$ cat src/verilog/motorPkg.sv
`default_nettype none

// shared types and step constants of the motor pwm core
package motorPkg;

    // step number within one electrical turn
    typedef logic [3:0] stepNum_t;

    // commutation steps per electrical turn
    localparam int STEP_COUNT = 12;

    // steps in which the pending sum is checked against a limit
    localparam stepNum_t STEP_LIMIT_B = 4'd6;
    localparam stepNum_t STEP_LIMIT_C = 4'd11;

    // steps in which the lost position sum restarts
    localparam stepNum_t STEP_LOST_CLEAR_A = 4'd1;
    localparam stepNum_t STEP_LOST_CLEAR_B = 4'd7;

    // one-cycle markers at both ends of a step
    typedef struct packed {
        // first cycle of a step
        logic first1;
        // second cycle of a step
        logic first2;
        // second to last cycle
        logic last2;
        // last cycle, the step number moves on after it
        logic last1;
    } m3Strobes_t;

    // settings, stable while the core is active
    typedef struct packed {
        // pwm period in clock cycles
        logic [15:0] pwmLenWant;
        // position length wanted per period
        logic [15:0] plLen;
        // pending sum limit in step 6
        logic [15:0] posLimitB;
        // pending sum limit in step 11
        logic [15:0] posLimitC;
    } pwmSettings_t;

    // status seen from outside
    typedef struct packed {
        logic [15:0] posSumExtA;
        logic [15:0] posLost;
    } pwmStatus_t;

    // six gate lines of the three half bridges
    typedef struct packed {
        logic highA;
        logic lowA;
        logic highB;
        logic lowB;
        logic highC;
        logic lowC;
    } gateDrive_t;

endpackage

`default_nettype wire

$ cat src/verilog/gateCommutator.sv
`timescale 1ns/1ns
`default_nettype none

// six step gate commutator
// pwm chops the high side, one low side is held on per sector
module gateCommutator #(
    parameter int DEAD_CYCLES = 4
) (
    input  wire                     clk,
    input  wire                     rstN,
    input  wire                     pwmActive,
    input  wire                     pwm,
    input  wire motorPkg::stepNum_t sgStep,
    output motorPkg::gateDrive_t    gates
);

    localparam int DEAD_W = $clog2(DEAD_CYCLES + 1);

    // phase codes, NONE for unused sectors
    localparam logic [1:0] PH_A    = 2'd0;
    localparam logic [1:0] PH_B    = 2'd1;
    localparam logic [1:0] PH_C    = 2'd2;
    localparam logic [1:0] PH_NONE = 2'd3;

    // two steps per sector
    logic [2:0]              sector;
    logic [2:0]              sectorQ;
    logic                    sectorChange;

    logic [1:0]              highPhase;
    logic [1:0]              lowPhase;

    // dead time counter and blanking
    logic [DEAD_W-1:0]       deadCnt;
    logic                    blank;

    motorPkg::gateDrive_t    gatesNext;

    assign sector = sgStep[3:1];

    // sector table
    always_comb begin
        case (sector)
            3'd0: begin
                highPhase = PH_A;
                lowPhase  = PH_B;
            end
            3'd1: begin
                highPhase = PH_A;
                lowPhase  = PH_C;
            end
            3'd2: begin
                highPhase = PH_B;
                lowPhase  = PH_C;
            end
            3'd3: begin
                highPhase = PH_B;
                lowPhase  = PH_A;
            end
            3'd4: begin
                highPhase = PH_C;
                lowPhase  = PH_A;
            end
            3'd5: begin
                highPhase = PH_C;
                lowPhase  = PH_B;
            end
            default: begin
                // steps 12..15 never occur, keep every switch open
                highPhase = PH_NONE;
                lowPhase  = PH_NONE;
            end
        endcase
    end

    assign sectorChange = pwmActive && (sector != sectorQ);

    always_ff @(posedge clk or negedge rstN) begin
        if (!rstN) begin
            sectorQ <= '0;
        end else begin
            sectorQ <= sector;
        end
    end

    // change cycle plus DEAD_CYCLES-1 counted cycles give DEAD_CYCLES blank outputs
    always_ff @(posedge clk or negedge rstN) begin
        if (!rstN) begin
            deadCnt <= '0;
        end else if (sectorChange) begin
            deadCnt <= DEAD_W'(DEAD_CYCLES - 1);
        end else if (deadCnt != '0) begin
            deadCnt <= deadCnt - DEAD_W'(1);
        end
    end

    assign blank = sectorChange || (deadCnt != '0);

    always_comb begin
        gatesNext       = '0;
        gatesNext.highA = pwm && (highPhase == PH_A);
        gatesNext.highB = pwm && (highPhase == PH_B);
        gatesNext.highC = pwm && (highPhase == PH_C);
        gatesNext.lowA  = (lowPhase == PH_A);
        gatesNext.lowB  = (lowPhase == PH_B);
        gatesNext.lowC  = (lowPhase == PH_C);
    end

    // gate register, one cycle behind pwm and sgStep
    always_ff @(posedge clk or negedge rstN) begin
        if (!rstN) begin
            gates <= '0;
        end else if (!pwmActive || blank) begin
            gates <= '0;
        end else begin
            gates <= gatesNext;
        end
    end

endmodule

`default_nettype wire

$ cat src/verilog/m3StepTimer.sv
`timescale 1ns/1ns
`default_nettype none

// commutation step timer
// each step lasts stepLen cycles, the step number wraps after the last step
module m3StepTimer #(
    parameter int CNT_W = 25
) (
    input  wire                       clk,
    input  wire                       rstN,
    input  wire                       pwmActive,
    input  wire [CNT_W-1:0]           stepLen,
    output motorPkg::m3Strobes_t      strobes,
    output motorPkg::stepNum_t        sgStep
);

    // step down counter, stepLen-1 .. 0
    logic [CNT_W-1:0] m3cnt;

    // reload value and the value one cycle after it
    logic [CNT_W-1:0] lenM1;
    logic [CNT_W-1:0] lenM2;

    // last cycle of the running step
    logic             stepEnd;

    // last step of the turn
    logic             lastStep;

    assign lenM1    = stepLen - CNT_W'(1);
    assign lenM2    = stepLen - CNT_W'(2);

    // strobes only count while the core runs
    assign stepEnd  = pwmActive && (m3cnt == '0);

    assign lastStep = (sgStep == motorPkg::stepNum_t'(motorPkg::STEP_COUNT - 1));

    // counter parks on the reload value while inactive,
    // so the first active cycle is already the first cycle of step 0
    always_ff @(posedge clk or negedge rstN) begin
        if (!rstN) begin
            m3cnt <= '0;
        end else if (!pwmActive) begin
            m3cnt <= lenM1;
        end else if (m3cnt == '0) begin
            m3cnt <= lenM1;
        end else begin
            m3cnt <= m3cnt - CNT_W'(1);
        end
    end

    // step number moves on right after last1
    always_ff @(posedge clk or negedge rstN) begin
        if (!rstN) begin
            sgStep <= '0;
        end else if (!pwmActive) begin
            sgStep <= '0;
        end else if (stepEnd) begin
            if (lastStep) begin
                // wrap 11 -> 0
                sgStep <= '0;
            end else begin
                sgStep <= sgStep + 4'd1;
            end
        end
    end

    // strobe decode from the counter value
    // stepLen is at least 8 so the four positions never overlap
    always_comb begin
        strobes        = '0;
        strobes.first1 = pwmActive && (m3cnt == lenM1);
        strobes.first2 = pwmActive && (m3cnt == lenM2);
        strobes.last2  = pwmActive && (m3cnt == CNT_W'(1));
        strobes.last1  = stepEnd;
    end

endmodule

`default_nettype wire

$ cat src/verilog/motorPwmTop.sv
`timescale 1ns/1ns
`default_nettype none

// pwm core of the three phase bldc controller
// timer -> generator -> commutator, the timer step also feeds the commutator
module motorPwmTop #(
    // step counter width
    parameter int CNT_W       = 25,
    // shortest pulse the drivers can follow
    parameter int PWM_MIN     = 256,
    // gate blanking after a sector change
    parameter int DEAD_CYCLES = 4
) (
    input  wire                         clk,
    input  wire                         rstN,
    input  wire                         pwmActive,
    input  wire [CNT_W-1:0]             stepLen,
    input  wire motorPkg::pwmSettings_t settings,
    output motorPkg::gateDrive_t        gates,
    output motorPkg::pwmStatus_t        status,
    output motorPkg::stepNum_t          sgStep,
    output logic                        pwm
);

    // step boundary markers from the timer
    motorPkg::m3Strobes_t strobes;

    m3StepTimer #(
        .CNT_W       (CNT_W)
    ) i_stepTimer (
        .clk         (clk),
        .rstN        (rstN),
        .pwmActive   (pwmActive),
        .stepLen     (stepLen),
        .strobes     (strobes),
        .sgStep      (sgStep)
    );

    // position pulses, limits checked against the current step
    pwmGenerator #(
        .PWM_MIN     (PWM_MIN)
    ) i_pwmGenerator (
        .clk         (clk),
        .rstN        (rstN),
        .pwmActive   (pwmActive),
        .strobes     (strobes),
        .sgStep      (sgStep),
        .settings    (settings),
        .pwm         (pwm),
        .status      (status)
    );

    // pwm and step combined into six gate lines
    gateCommutator #(
        .DEAD_CYCLES (DEAD_CYCLES)
    ) i_gateCommutator (
        .clk         (clk),
        .rstN        (rstN),
        .pwmActive   (pwmActive),
        .pwm         (pwm),
        .sgStep      (sgStep),
        .gates       (gates)
    );

endmodule

`default_nettype wire

$ cat src/verilog/pwmGenerator.sv
`timescale 1ns/1ns
`default_nettype none

// position pulse pwm generator
// turns a wanted position length per period into mosfet on time
// short lengths are held back and summed until they reach PWM_MIN
module pwmGenerator #(
    parameter int PWM_MIN = 256
) (
    input  wire                       clk,
    input  wire                       rstN,
    input  wire                       pwmActive,
    input  wire motorPkg::m3Strobes_t strobes,
    input  wire motorPkg::stepNum_t   sgStep,
    input  wire motorPkg::pwmSettings_t settings,
    output logic                      pwm,
    output motorPkg::pwmStatus_t      status
);

    // minimum pulse at the width of the position words
    localparam logic [15:0] PWM_MIN_W = 16'(PWM_MIN);

    // pwm period down counter
    logic [15:0] pwmCnt;
    logic        periodEnd;

    // held back position and pending sum
    logic [15:0] posRemain;
    logic [15:0] posSum;
    logic        posLoad;

    // on time still to emit in the current pulse
    logic [15:0] pulseCnt;

    // wanted and delivered on time of the running step
    logic [15:0] posWant;
    logic [15:0] posReal;

    // copies taken at last2, used at the next first1
    logic [15:0] posWantCopy;
    logic [15:0] posRealCopy;

    // shortfall of the last step and running sum
    logic [15:0] posDiff;
    logic [15:0] posLost;

    // reading 1 closes the period
    assign periodEnd = pwmActive && (pwmCnt == 16'd1);

    always_ff @(posedge clk or negedge rstN) begin
        if (!rstN) begin
            pwmCnt <= '0;
        end else if (!pwmActive) begin
            pwmCnt <= settings.pwmLenWant;
        end else if (strobes.last1) begin
            // periods restart at every step boundary
            pwmCnt <= settings.pwmLenWant;
        end else if (pwmCnt == 16'd1) begin
            pwmCnt <= settings.pwmLenWant;
        end else begin
            pwmCnt <= pwmCnt - 16'd1;
        end
    end

    // remainder plus this period's wanted length
    assign posSum = posRemain + settings.plLen;

    // load decision
    // steps 6 and 11 also cap the pending sum
    always_comb begin
        posLoad = (posSum >= PWM_MIN_W);
        if (sgStep == motorPkg::STEP_LIMIT_B) begin
            posLoad = posLoad && (posSum <= settings.posLimitB);
        end else if (sgStep == motorPkg::STEP_LIMIT_C) begin
            posLoad = posLoad && (posSum <= settings.posLimitC);
        end
    end

    // remainder keeps what could not be emitted yet
    always_ff @(posedge clk or negedge rstN) begin
        if (!rstN) begin
            posRemain <= '0;
        end else if (!pwmActive) begin
            posRemain <= '0;
        end else if (strobes.last2) begin
            // nothing is carried across a step end
            posRemain <= '0;
        end else if (periodEnd) begin
            if (posLoad) begin
                posRemain <= '0;
            end else begin
                posRemain <= posSum;
            end
        end
    end

    // pulse counter, pwm is high while it is nonzero
    // loaded with L at the period end gives L high cycles after it
    always_ff @(posedge clk or negedge rstN) begin
        if (!rstN) begin
            pulseCnt <= '0;
        end else if (!pwmActive) begin
            pulseCnt <= '0;
        end else if (periodEnd && posLoad) begin
            pulseCnt <= posSum;
        end else if (pulseCnt != '0) begin
            pulseCnt <= pulseCnt - 16'd1;
        end
    end

    assign pwm = (pulseCnt != '0);

    // wanted on time, plLen per closed period
    always_ff @(posedge clk or negedge rstN) begin
        if (!rstN) begin
            posWant <= '0;
        end else if (!pwmActive) begin
            posWant <= '0;
        end else if (strobes.first2) begin
            posWant <= settings.plLen;
        end else if (periodEnd) begin
            posWant <= posWant + settings.plLen;
        end
    end

    // delivered on time, one count per high cycle
    always_ff @(posedge clk or negedge rstN) begin
        if (!rstN) begin
            posReal <= '0;
        end else if (!pwmActive || strobes.last2) begin
            posReal <= '0;
        end else if (pwm) begin
            posReal <= posReal + 16'd1;
        end
    end

    // freeze both figures at the end of the step
    always_ff @(posedge clk or negedge rstN) begin
        if (!rstN) begin
            posWantCopy <= '0;
            posRealCopy <= '0;
        end else if (strobes.last2) begin
            posWantCopy <= posWant;
            posRealCopy <= posReal;
        end
    end

    assign posDiff = posWantCopy - posRealCopy;

    // lost position, booked at the first cycle of the next step
    // steps 1 and 7 start a new half turn sum
    always_ff @(posedge clk or negedge rstN) begin
        if (!rstN) begin
            posLost <= '0;
        end else if (strobes.first1) begin
            if (sgStep == motorPkg::STEP_LOST_CLEAR_A ||
                sgStep == motorPkg::STEP_LOST_CLEAR_B) begin
                posLost <= posDiff;
            end else begin
                posLost <= posLost + posDiff;
            end
        end
    end

    always_comb begin
        status            = '0;
        status.posSumExtA = posSum;
        status.posLost    = posLost;
    end

endmodule

`default_nettype wire
$ cat config.mk
export PLATFORM = sky130hd
export DESIGN_NAME = motorPwmTop
export DESIGN_NICKNAME = d
export VERILOG_FILES = /design/src/verilog/motorPkg.sv /design/src/verilog/gateCommutator.sv /design/src/verilog/m3StepTimer.sv /design/src/verilog/motorPwmTop.sv /design/src/verilog/pwmGenerator.sv
export SDC_FILE = /design/constraint.sdc
export NUM_CORES = 1
export LEC_CHECK = 0
export BUFFER_PORTS_ARGS = -buffer_cell sky130_fd_sc_hd__buf_2
export CORE_UTILIZATION = 40
export CTS_BUF_LIST = sky130_fd_sc_hd__clkbuf_4 sky130_fd_sc_hd__clkbuf_8 sky130_fd_sc_hd__clkbuf_16
export CTS_CLUSTER_SIZE = 12
export DETAILED_ROUTE_END_ITERATION = 10
export PLACE_DENSITY = 0.58
export SLEW_MARGIN = 15
export SYNTH_ARGS = -nofsm -noshare
export SYNTH_HDL_FRONTEND = slang
export SYNTH_SLANG_ARGS = --single-unit
$ cat constraint.sdc
create_clock -name clk -period 6.2 [get_ports clk]
set_clock_uncertainty 0.1 [all_clocks]
set_input_delay 0.93 -clock clk [delete_from_list [all_inputs] [get_ports clk]]
set_output_delay 0.93 -clock clk [all_outputs]
set_load 0.005 [all_outputs]
==> reports/qor.yml, run 1 <==
floorplan:
  initial_utilization_pct: 40.59
  die_w_um: 183.5
  core-area_um2: 32450
  row_count: 66
  io_pins: 135
  die-area_um2: 33660
  die_h_um: 183.5
sta:
  period_needed_ps: 5540
  period_share_pct: 89.35
  setup_viol: 0
  fin_setup_tns_ps: 0
  grt_setup_unrepaired: "no"
  worst_pin_slew_ps: 1007
  fmax_mhz: 180.5
  slew_headroom_pct: 32.63
  slew_violations: 0
  hold_viol_final: 0
cts:
  cts.sinks: 169
  clk_latency_ps: 450
  clock_path_buffers: 2
  cts_resized: 0
  clockRootBuffer: "clkbuf_16"
  post_cts_buffers: 0
  clkTransAtPathRegs_ps: 80
  h-tree-depth: 4
  numCtsBuffers: 17
  cts_hold_buf: 0
  cts_tree: "yes"
route:
  vias: 11370
  ant_nets: 0
  drc: 0
  wl_per_cell_um: 16.47
  finalWirelength_um: 34600
  drt_iter0_drc: 511
  firstDrtPassIters: 5
  viasPerCell: 5.410
worst_setup_path:
  required_ps: 6400
  critical_path_class: "input port to flop"
  critPathCaptureType: "flop"
  setup.worst_path.start_class: "input port"
  worst-path-max-fanout: 21
  r2r_slack_ps: 880
  worstPathArrival_ps: 5740
synth:
  async_flop_share_pct: 100.0
  synth_area_leaders: "dfrtp_1 32%, ha_1 9.9%, xor2_1 6.4%"
  synth_fp_nets: 1742
  yosysWarningCount: 0
  synth_area_um2: 13170
  synth_edf_count: 0
  ys_top_cells_by_count: "169 x dfrtp_1, 144 x nand2_1, 130 x nor2_1"
  seq_area_frac_synth_pct: 32.10
  yosysMostFrequentCell: "dfrtp_1"
  syn_inst: 1542
  yosysTopAreaCellShare_pct: 32.10
  synth-seq-cells: 169
  ys.flop_type: "dfrtp_1"
  synth.distinct_cells: 74
  synth_area_leader_cell: "dfrtp_1"
  synth.avg_cell_area_um2: 8.543
finish:
  layout-drive-gt1-share_pct: 14.77
  finalNonFillerCells: 2101
  nNetsFinal: 1846
  diodes: 0
  area_delta_synth_final_pct: 13.15
  fillers: 3218
power:
  power_leakage_nw: 6.946
  power_density_nw_per_um2: 213.3
  peakVddDrop_mv: 0.1989
global_route:
  grt_pass1_vias: 10970
  grt_overflow_total: 0
  grt_pass1_wl_um: 56230
  antenna_found_initial: 3
  grt.total_usage_pct: 21.09
  grt_max_degree: 61
placed_design:
  globalplace.congestion: 0.9013
  dp.cells: 2069
  portBuffers: 134
  post-dp-hpwl_um: 26340
worst_hold_path:
  hold_path.class: "input port to async pin"
job:
  maxCapViolCount: 0
outcome:
  status: "finished clean"
## placed cells by master, fill, tap and decap left out, types with 25 or more instances in the layout
master    instances
dfrtp_1         169
nand2_1         144
buf_2           133
nor2_1          129
ha_1            104
o21ai_0         102
xor2_1           96
xnor2_1          94
a21oi_1          88
inv_1            84
nor3_1           62
nand3_1          43
mux2_2           38
a211oi_1         27
nor4_1           25
## per-layer routing
layer | vias to the layer above | part of all wire (%) | GRT usage, %
met5 | - | 0.12 | 0
met4 | 6 | 1.9 | 6.467
met3 | 48 | 4.3 | 4.041
met2 | 225 | 47 | 34.52
met1 | 5435 | 47 | 28.05
li1 | 5652 | - | -
## area by class of cell
cell class	instances	area, um^2	share of cell area [%]
Multi-Input combinational cell	1218	8334	55.92
Sequential cell	169	4229	28.37
Timing Repair Buffer	156	842.1	5.650
Tap cell	442	553.0	3.711
Clock buffer	17	425.4	2.854
Inverter	84	315.3	2.116
Clock inverter	15	205.2	1.377
## sequential cells by signal, indices dropped and copies added, names as in the netlist
| register | flops |
|---|---|
| i_gateCommutator.deadCnt | 3 |
| i_pwmGenerator.posWantCopy | 16 |
| i_pwmGenerator.pulseCnt | 16 |
| i_stepTimer.m3cnt | 25 |
| i_pwmGenerator.posWant | 16 |
| i_gateCommutator.gates | 6 |
| i_pwmGenerator.posReal | 16 |
| i_pwmGenerator.posRemain | 16 |
| i_pwmGenerator.posRealCopy | 16 |
| i_pwmGenerator.pwmCnt | 16 |
| i_gateCommutator.sectorQ | 3 |
| i_pwmGenerator.posLost | 16 |
| i_stepTimer.sgStep | 4 |
## worst max-delay path, stage by stage
cell	delay, ps
buf_2	120
ha_1	240
fa_1	430
a211oi_1	360
o2111a_1	290
a211oi_1	80
or2_2	330
o31ai_1	250
xor2_1	220
inv_1	110
ha_1	300
or3_1	340
o21ai_0	80
a21oi_1	70
a211oi_1	200
o32a_1	300
o2111ai_2	510
buf_4	380
nand4_1	90
o21ai_0	90
## where the power goes
group          switching (mW)  internal [mW]
Sequential             0.0868           1.19
Clock                   0.540          0.620
Combinational           0.427          0.317
## logic make-up after synthesis
group	share of synthesized area [%]
multiplexers	4.160
buffers and inverters	4.645
XOR/XNOR	12.76
AO/OA/AOI/OAI	16.15
AND/OR/NAND/NOR	19.70
adder cells (fa/ha/maj)	10.49
flip-flops	32.10
## stage by stage
stage	utilization [%]	hold slack [ps]	cell area, um^2	setup slack, ps	power (mW)
after floorplan	-	317.4	13170	1005	1.807
after global placement	43.98	386.5	14270	357.5	2.022
after detailed placement	43.98	393.6	14270	264.0	2.038
after CTS	45.92	364.3	14900	731.6	3.219
after global routing	45.92	389.4	14900	235.9	3.372
final	45.92	347.3	14900	660.2	3.179
## final timing paths
kind	startpoint	endpoint	cells after the start
min in group clk	i_pwmGenerator.posWantCopy[0]	i_pwmGenerator.posWantCopy[0]	1
max in group asynchronous	rstN	i_pwmGenerator.pwmCnt[14]	2
worst min-delay path	rstN	i_pwmGenerator.posLost[7]	1
worst min register to register	i_pwmGenerator.posWantCopy[0]	i_pwmGenerator.posWantCopy[0]	1
worst max-delay path	settings[32]	i_pwmGenerator.pulseCnt[9]	20
worst max register to register	i_pwmGenerator.posRemain[0]	i_pwmGenerator.pulseCnt[9]	19
(Power assumes the default switching activity.)
==> inputs of run 2 (changes only) <==
--- a/config.mk
+++ b/config.mk
@@ -10,7 +10,7 @@
 export CTS_BUF_LIST = sky130_fd_sc_hd__clkbuf_4 sky130_fd_sc_hd__clkbuf_8 sky130_fd_sc_hd__clkbuf_16
 export CTS_CLUSTER_SIZE = 12
 export DETAILED_ROUTE_END_ITERATION = 10
-export PLACE_DENSITY = 0.58
+export PLACE_DENSITY = 0.57
 export SLEW_MARGIN = 15
 export SYNTH_ARGS = -nofsm -noshare
 export SYNTH_HDL_FRONTEND = slang
==> reports/qor.yml, run 2 (synthesis results as in run 1) <==
worst_setup_path:
  critical_path_class: "input port to flop"
  r2r_slack_ps: 890
  critPathCaptureType: "flop"
  worstPathArrival_ps: 5750
  r2r-end: "i_pwmGenerator.pulseCnt[5]"
  setup.worst_path.start_class: "input port"
  worstReg2RegStart: "i_pwmGenerator.posRemain[0]"
  ff2ff_path_depth: 21
  worst-path-max-fanout: 20
  required_ps: 6430
sta:
  fmax_mhz: 181.0
  slew_violations: 0
  hold_viol_final: 0
  period_share_pct: 89.09
  setup_viol: 0
  worst_pin_slew_ps: 1015
  fin_setup_tns_ps: 0
  grt_setup_unrepaired: "no"
  hold_ws_ps: 398.8
  slew_headroom_pct: 32.08
  period_needed_ps: 5524
cts:
  post_cts_buffers: 0
  clock_path_buffers: 2
  clockRootBuffer: "clkbuf_16"
  clkTransAtPathRegs_ps: 70
  h-tree-depth: 4
  numCtsBuffers: 17
  cts_tree: "yes"
  cts_resized: 0
  clk_latency_ps: 460
  cts.sinks: 169
  cts_hold_buf: 0
global_route:
  antenna_found_initial: 1
  grt.total_usage_pct: 21.24
  grt_max_degree: 84
  grt_pass1_wl_um: 56590
  grt_overflow_total: 0
  grt_pass1_vias: 11000
floorplan:
  row_count: 66
  die_h_um: 183.5
  die_w_um: 183.5
  initial_utilization_pct: 40.59
  io_pins: 135
  die-area_um2: 33660
  core-area_um2: 32450
finish:
  mostFrequentLayoutCell: "dfrtp_1"
  top_register: "i_stepTimer.m3cnt"
  layout-drive-gt1-share_pct: 14.77
  final_util_pct: 45.82
  largest_reg_flops: 25
  area_delta_synth_final_pct: 12.89
  design_area_um2: 14870
  layout_common_cells: "169 x dfrtp_1, 144 x nand2_1, 133 x buf_2, 129 x nor2_1, 104 x ha_1"
  finalNonFillerCells: 2103
  nNetsFinal: 1846
placed_design:
  post-dp-hpwl_um: 25960
  globalplace.congestion: 0.8661
  post_dp_cell_area_um2: 14270
  dp.cells: 2069
  portBuffers: 134
route:
  drc: 0
  finalWirelength_um: 34450
  drt_iter0_drc: 637
  vias: 11260
  firstDrtPassIters: 6
  ant_nets: 0
  viasPerCell: 5.355
  wl_per_cell_um: 16.38
job:
  maxCapViolCount: 0
power:
  power_density_nw_per_um2: 209.1
  peakVddDrop_mv: 0.2109
  power_leakage_nw: 6.932
worst_hold_path:
  holdPathEnd: "i_pwmGenerator.posRemain[14]"
  min_from: "i_pwmGenerator.posRemain[14]"
  hold_path.class: "flop to flop"
  hold_depth: 2
outcome:
  status: "finished clean"
[run 2: cell types whose count changed in the layout (fill, tap and decap cells not counted), sizes merged]
cell	delta
clkbuf	+1
bufinv	-2
clkinvlp	-1
diode	+2
clkinv	+2
[run 2: worst max-delay path, stage by stage]
cell and delay (ps):
buf_2 120, ha_1 230, fa_1 430, a211oi_1 320, o2111a_1 280, a211oi_1 80
or2_2 340, o31ai_1 270, xor2_1 230, inv_1 120, ha_1 300, nand3_1 70
nor2_1 60, nand3_1 100, o21bai_1 140, o21bai_1 80, a211oi_1 250, o32a_1 310
o2111ai_2 530, buf_4 370, nand4_1 90, o21ai_0 80
[run 2: area by class of cell]
class                           count  area, um^2
Clock buffer                       18       439.2
Antenna cell                        2       5.005
Tap cell                          442       553.0
Multi-Input combinational cell   1218        8334
Timing Repair Buffer              156       842.1
Inverter                           84       315.3
Clock inverter                     14       152.6
Fill cell                        3228       17580
Sequential cell                   169        4229
[run 2: per-stage QoR]
stage,setup WS (ps),power (mW)
finish,676.2,3.110
global route,261.3,3.293
CTS,771.4,3.149
detailed placement,303.1,2.031
global placement,413.9,2.018
floorplan,1005,1.807
[run 2: worst max-delay path by stage]
stage,start,to,cells after the start
floorplan,settings[32],i_pwmGenerator.posRemain[9],21
global placement,settings[32],i_pwmGenerator.pulseCnt[3],22
detailed placement,settings[32],i_pwmGenerator.pulseCnt[6],22
CTS,settings[32],i_pwmGenerator.pulseCnt[6],22
global route,settings[32],i_pwmGenerator.pulseCnt[5],22
finish,settings[32],i_pwmGenerator.pulseCnt[5],22
[run 2: per-layer routing]
metal | wire (um) | GRT usage (%)
met1 | 16220 | 27.98
met2 | 16400 | 35.53
met3 | 1228 | 3.506
met4 | 603 | 6.467
met5 | 0 | 0
[run 2: where the power goes]
| part | switching [mW] | internal, mW |
|---|---|---|
| logic | 0.419 | 0.316 |
| clock network | 0.548 | 0.550 |
| registers | 0.0890 | 1.19 |
==> inputs of run 3 (changes only) <==
--- a/config.mk
+++ b/config.mk
@@ -10,7 +10,8 @@
 export CTS_BUF_LIST = sky130_fd_sc_hd__clkbuf_4 sky130_fd_sc_hd__clkbuf_8 sky130_fd_sc_hd__clkbuf_16
 export CTS_CLUSTER_SIZE = 12
 export DETAILED_ROUTE_END_ITERATION = 10
-export PLACE_DENSITY = 0.57
+export HOLD_SLACK_MARGIN = 0.15
+export PLACE_DENSITY_LB_ADDON = 0.15
 export SLEW_MARGIN = 15
 export SYNTH_ARGS = -nofsm -noshare
 export SYNTH_HDL_FRONTEND = slang
==> reports/qor.yml, run 3 (synthesis results as in run 1) <==
power:
  power_leakage_nw: 6.933
  total_power_mw: 3.127
  seq_power_share_pct: 40.8
  switching_power_mw: 1.045
  swShare_pct: 33.41
  p_comb_share_pct: 23.6
  power_density_nw_per_um2: 210.4
  p_clk_share_pct: 35.6
  peakVddDrop_mv: 0.2028
  intPower_mw: 2.082
finish:
  fillers: 3234
  mostFrequentLayoutCell: "dfrtp_1"
  seqCellArea_um2: 4229
  layout-drive-gt1-share_pct: 14.72
  area_delta_synth_final_pct: 12.83
  nNetsFinal: 1845
  finalNonFillerCells: 2101
  largest_reg_flops: 25
  layout_common_cells: "169 x dfrtp_1, 144 x nand2_1, 133 x buf_2, 129 x nor2_1, 104 x ha_1"
  top_register: "i_stepTimer.m3cnt"
  multi_input_area_um2: 8334
cts:
  cts_hold_buf: 0
  cts.sinks: 169
  clkTransAtPathRegs_ps: 80
  cts_tree: "yes"
  numCtsBuffers: 17
  cts_resized: 0
  post_cts_buffers: 0
  clk_latency_ps: 450
  clockRootBuffer: "clkbuf_16"
  clock_path_buffers: 2
  h-tree-depth: 4
route:
  finalWirelength_um: 34320
  drt_iter0_drc: 674
  ant_nets: 0
  vias: 11260
  drc: 0
  firstDrtPassIters: 5
  viasPerCell: 5.360
  wl_per_cell_um: 16.34
floorplan:
  die_h_um: 183.5
  io_pins: 135
  die-area_um2: 33660
  row_count: 66
  die_w_um: 183.5
  initial_utilization_pct: 40.59
  core-area_um2: 32450
global_route:
  grt.total_usage_pct: 20.79
  grt_overflow_total: 0
  grt_pass1_wl_um: 55490
  grt_max_degree: 88
  grt_pass1_vias: 10880
  antenna_found_initial: 1
sta:
  slew_headroom_pct: 32.84
  worst_pin_slew_ps: 1004
  period_needed_ps: 5510
  grt_setup_unrepaired: "no"
  fmax_mhz: 181.5
  hold_viol_final: 0
  setup_viol: 0
  fin_setup_tns_ps: 0
  hold_ws_ps: 407.6
  slew_violations: 0
  period_share_pct: 88.88
worst_setup_path:
  worst-path-max-fanout: 21
  worstPathArrival_ps: 5730
  critPathCaptureType: "flop"
  required_ps: 6420
  setup.worst_path.start_class: "input port"
  critical_path_class: "input port to flop"
placed_design:
  portBuffers: 134
  globalplace.congestion: 0.8818
  dp.cells: 2068
  post-dp-hpwl_um: 25870
job:
  maxCapViolCount: 0
outcome:
  status: "finished clean"
worst_hold_path:
  hold_path.class: "flop to flop"
[run 3: cell count changes in the layout (fill, tap and decap cells not counted)]
cell / previous run / this run
inv_8: 3 / 5
clkinv_8: 3 / 1
diode_2: 2 / 1
buf_4: 22 / 21
inv_6: 4 / 5
clkinv_2: 0 / 1
clkinv_4: 4 / 2
clkbuf_8: 1 / 0
bufinv_16: 0 / 1
[run 3: worst paths after layout]
| kind | cells after the start | end | slack [ps] | startpoint |
|---|---|---|---|---|
| max reg2reg | 21 | i_pwmGenerator.pulseCnt[5] | 910 | i_pwmGenerator.posRemain[0] |
| min reg2reg | 1 | i_pwmGenerator.posRealCopy[6] | 410 | i_pwmGenerator.posRealCopy[6] |
| min in group asynchronous | 1 | i_pwmGenerator.posLost[2] | 470 | rstN |
| max | 22 | i_pwmGenerator.pulseCnt[5] | 690 | settings[32] |
| max in group asynchronous | 2 | i_pwmGenerator.posRemain[14] | 4300 | rstN |
| min | 1 | i_pwmGenerator.posRealCopy[6] | 410 | i_pwmGenerator.posRealCopy[6] |
[run 3: critical path, stage by stage]
cell and delay (ps):
buf_2 120, ha_1 230, fa_1 430, a211oi_1 300, o2111a_1 270, a211oi_1 80, or2_2 330, o31ai_1 250
xor2_1 220, inv_1 110, ha_1 290, nand3_1 70, nor2_1 60, nand3_1 100, o21bai_1 140, o21bai_1 90
a211oi_1 260, o32a_1 310, o2111ai_2 550, buf_4 390, nand4_1 90, o21ai_0 110
[run 3: power by group through the flow]
stage / combinational (mW) / sequential, mW / clock (mW)
after floorplan: 0.542 / 1.27 / 0
after global placement: 0.728 / 1.29 / 0
after detailed placement: 0.738 / 1.30 / 0
after CTS: 0.745 / 1.27 / 1.15
after global routing: 0.841 / 1.29 / 1.19
final: 0.739 / 1.27 / 1.11
[run 3: routing by layer]
layer / track usage (%) / share of wire (%) / vias up
li1: - / - / 5655
met1: 28.20 / 48 / 5373
met2: 33.45 / 46 / 192
met3: 3.883 / 4.1 / 41
met4: 6.267 / 2.0 / 0
met5: 0 / 0 / -
[run 3: final cells by class]
class	instances	share of cell area, %
multi-input combinational	1218	56.07
sequential	169	28.45
timing repair buffer	155	5.615
tap	442	3.721
clock buffer	17	2.862
inverter	84	2.121
clock inverter	15	1.136
antenna	1	0.01684
[run 3: per-stage QoR]
| step | util (%) | setup slack, ps | cell area (um^2) |
|---|---|---|---|
| after floorplan | - | 1005 | 13170 |
| after global placement | 43.96 | 367.9 | 14270 |
| after detailed placement | 43.96 | 290.3 | 14270 |
| after CTS | 45.79 | 727.7 | 14860 |
| after global routing | 45.79 | 312.9 | 14860 |
| final | 45.80 | 689.5 | 14860 |
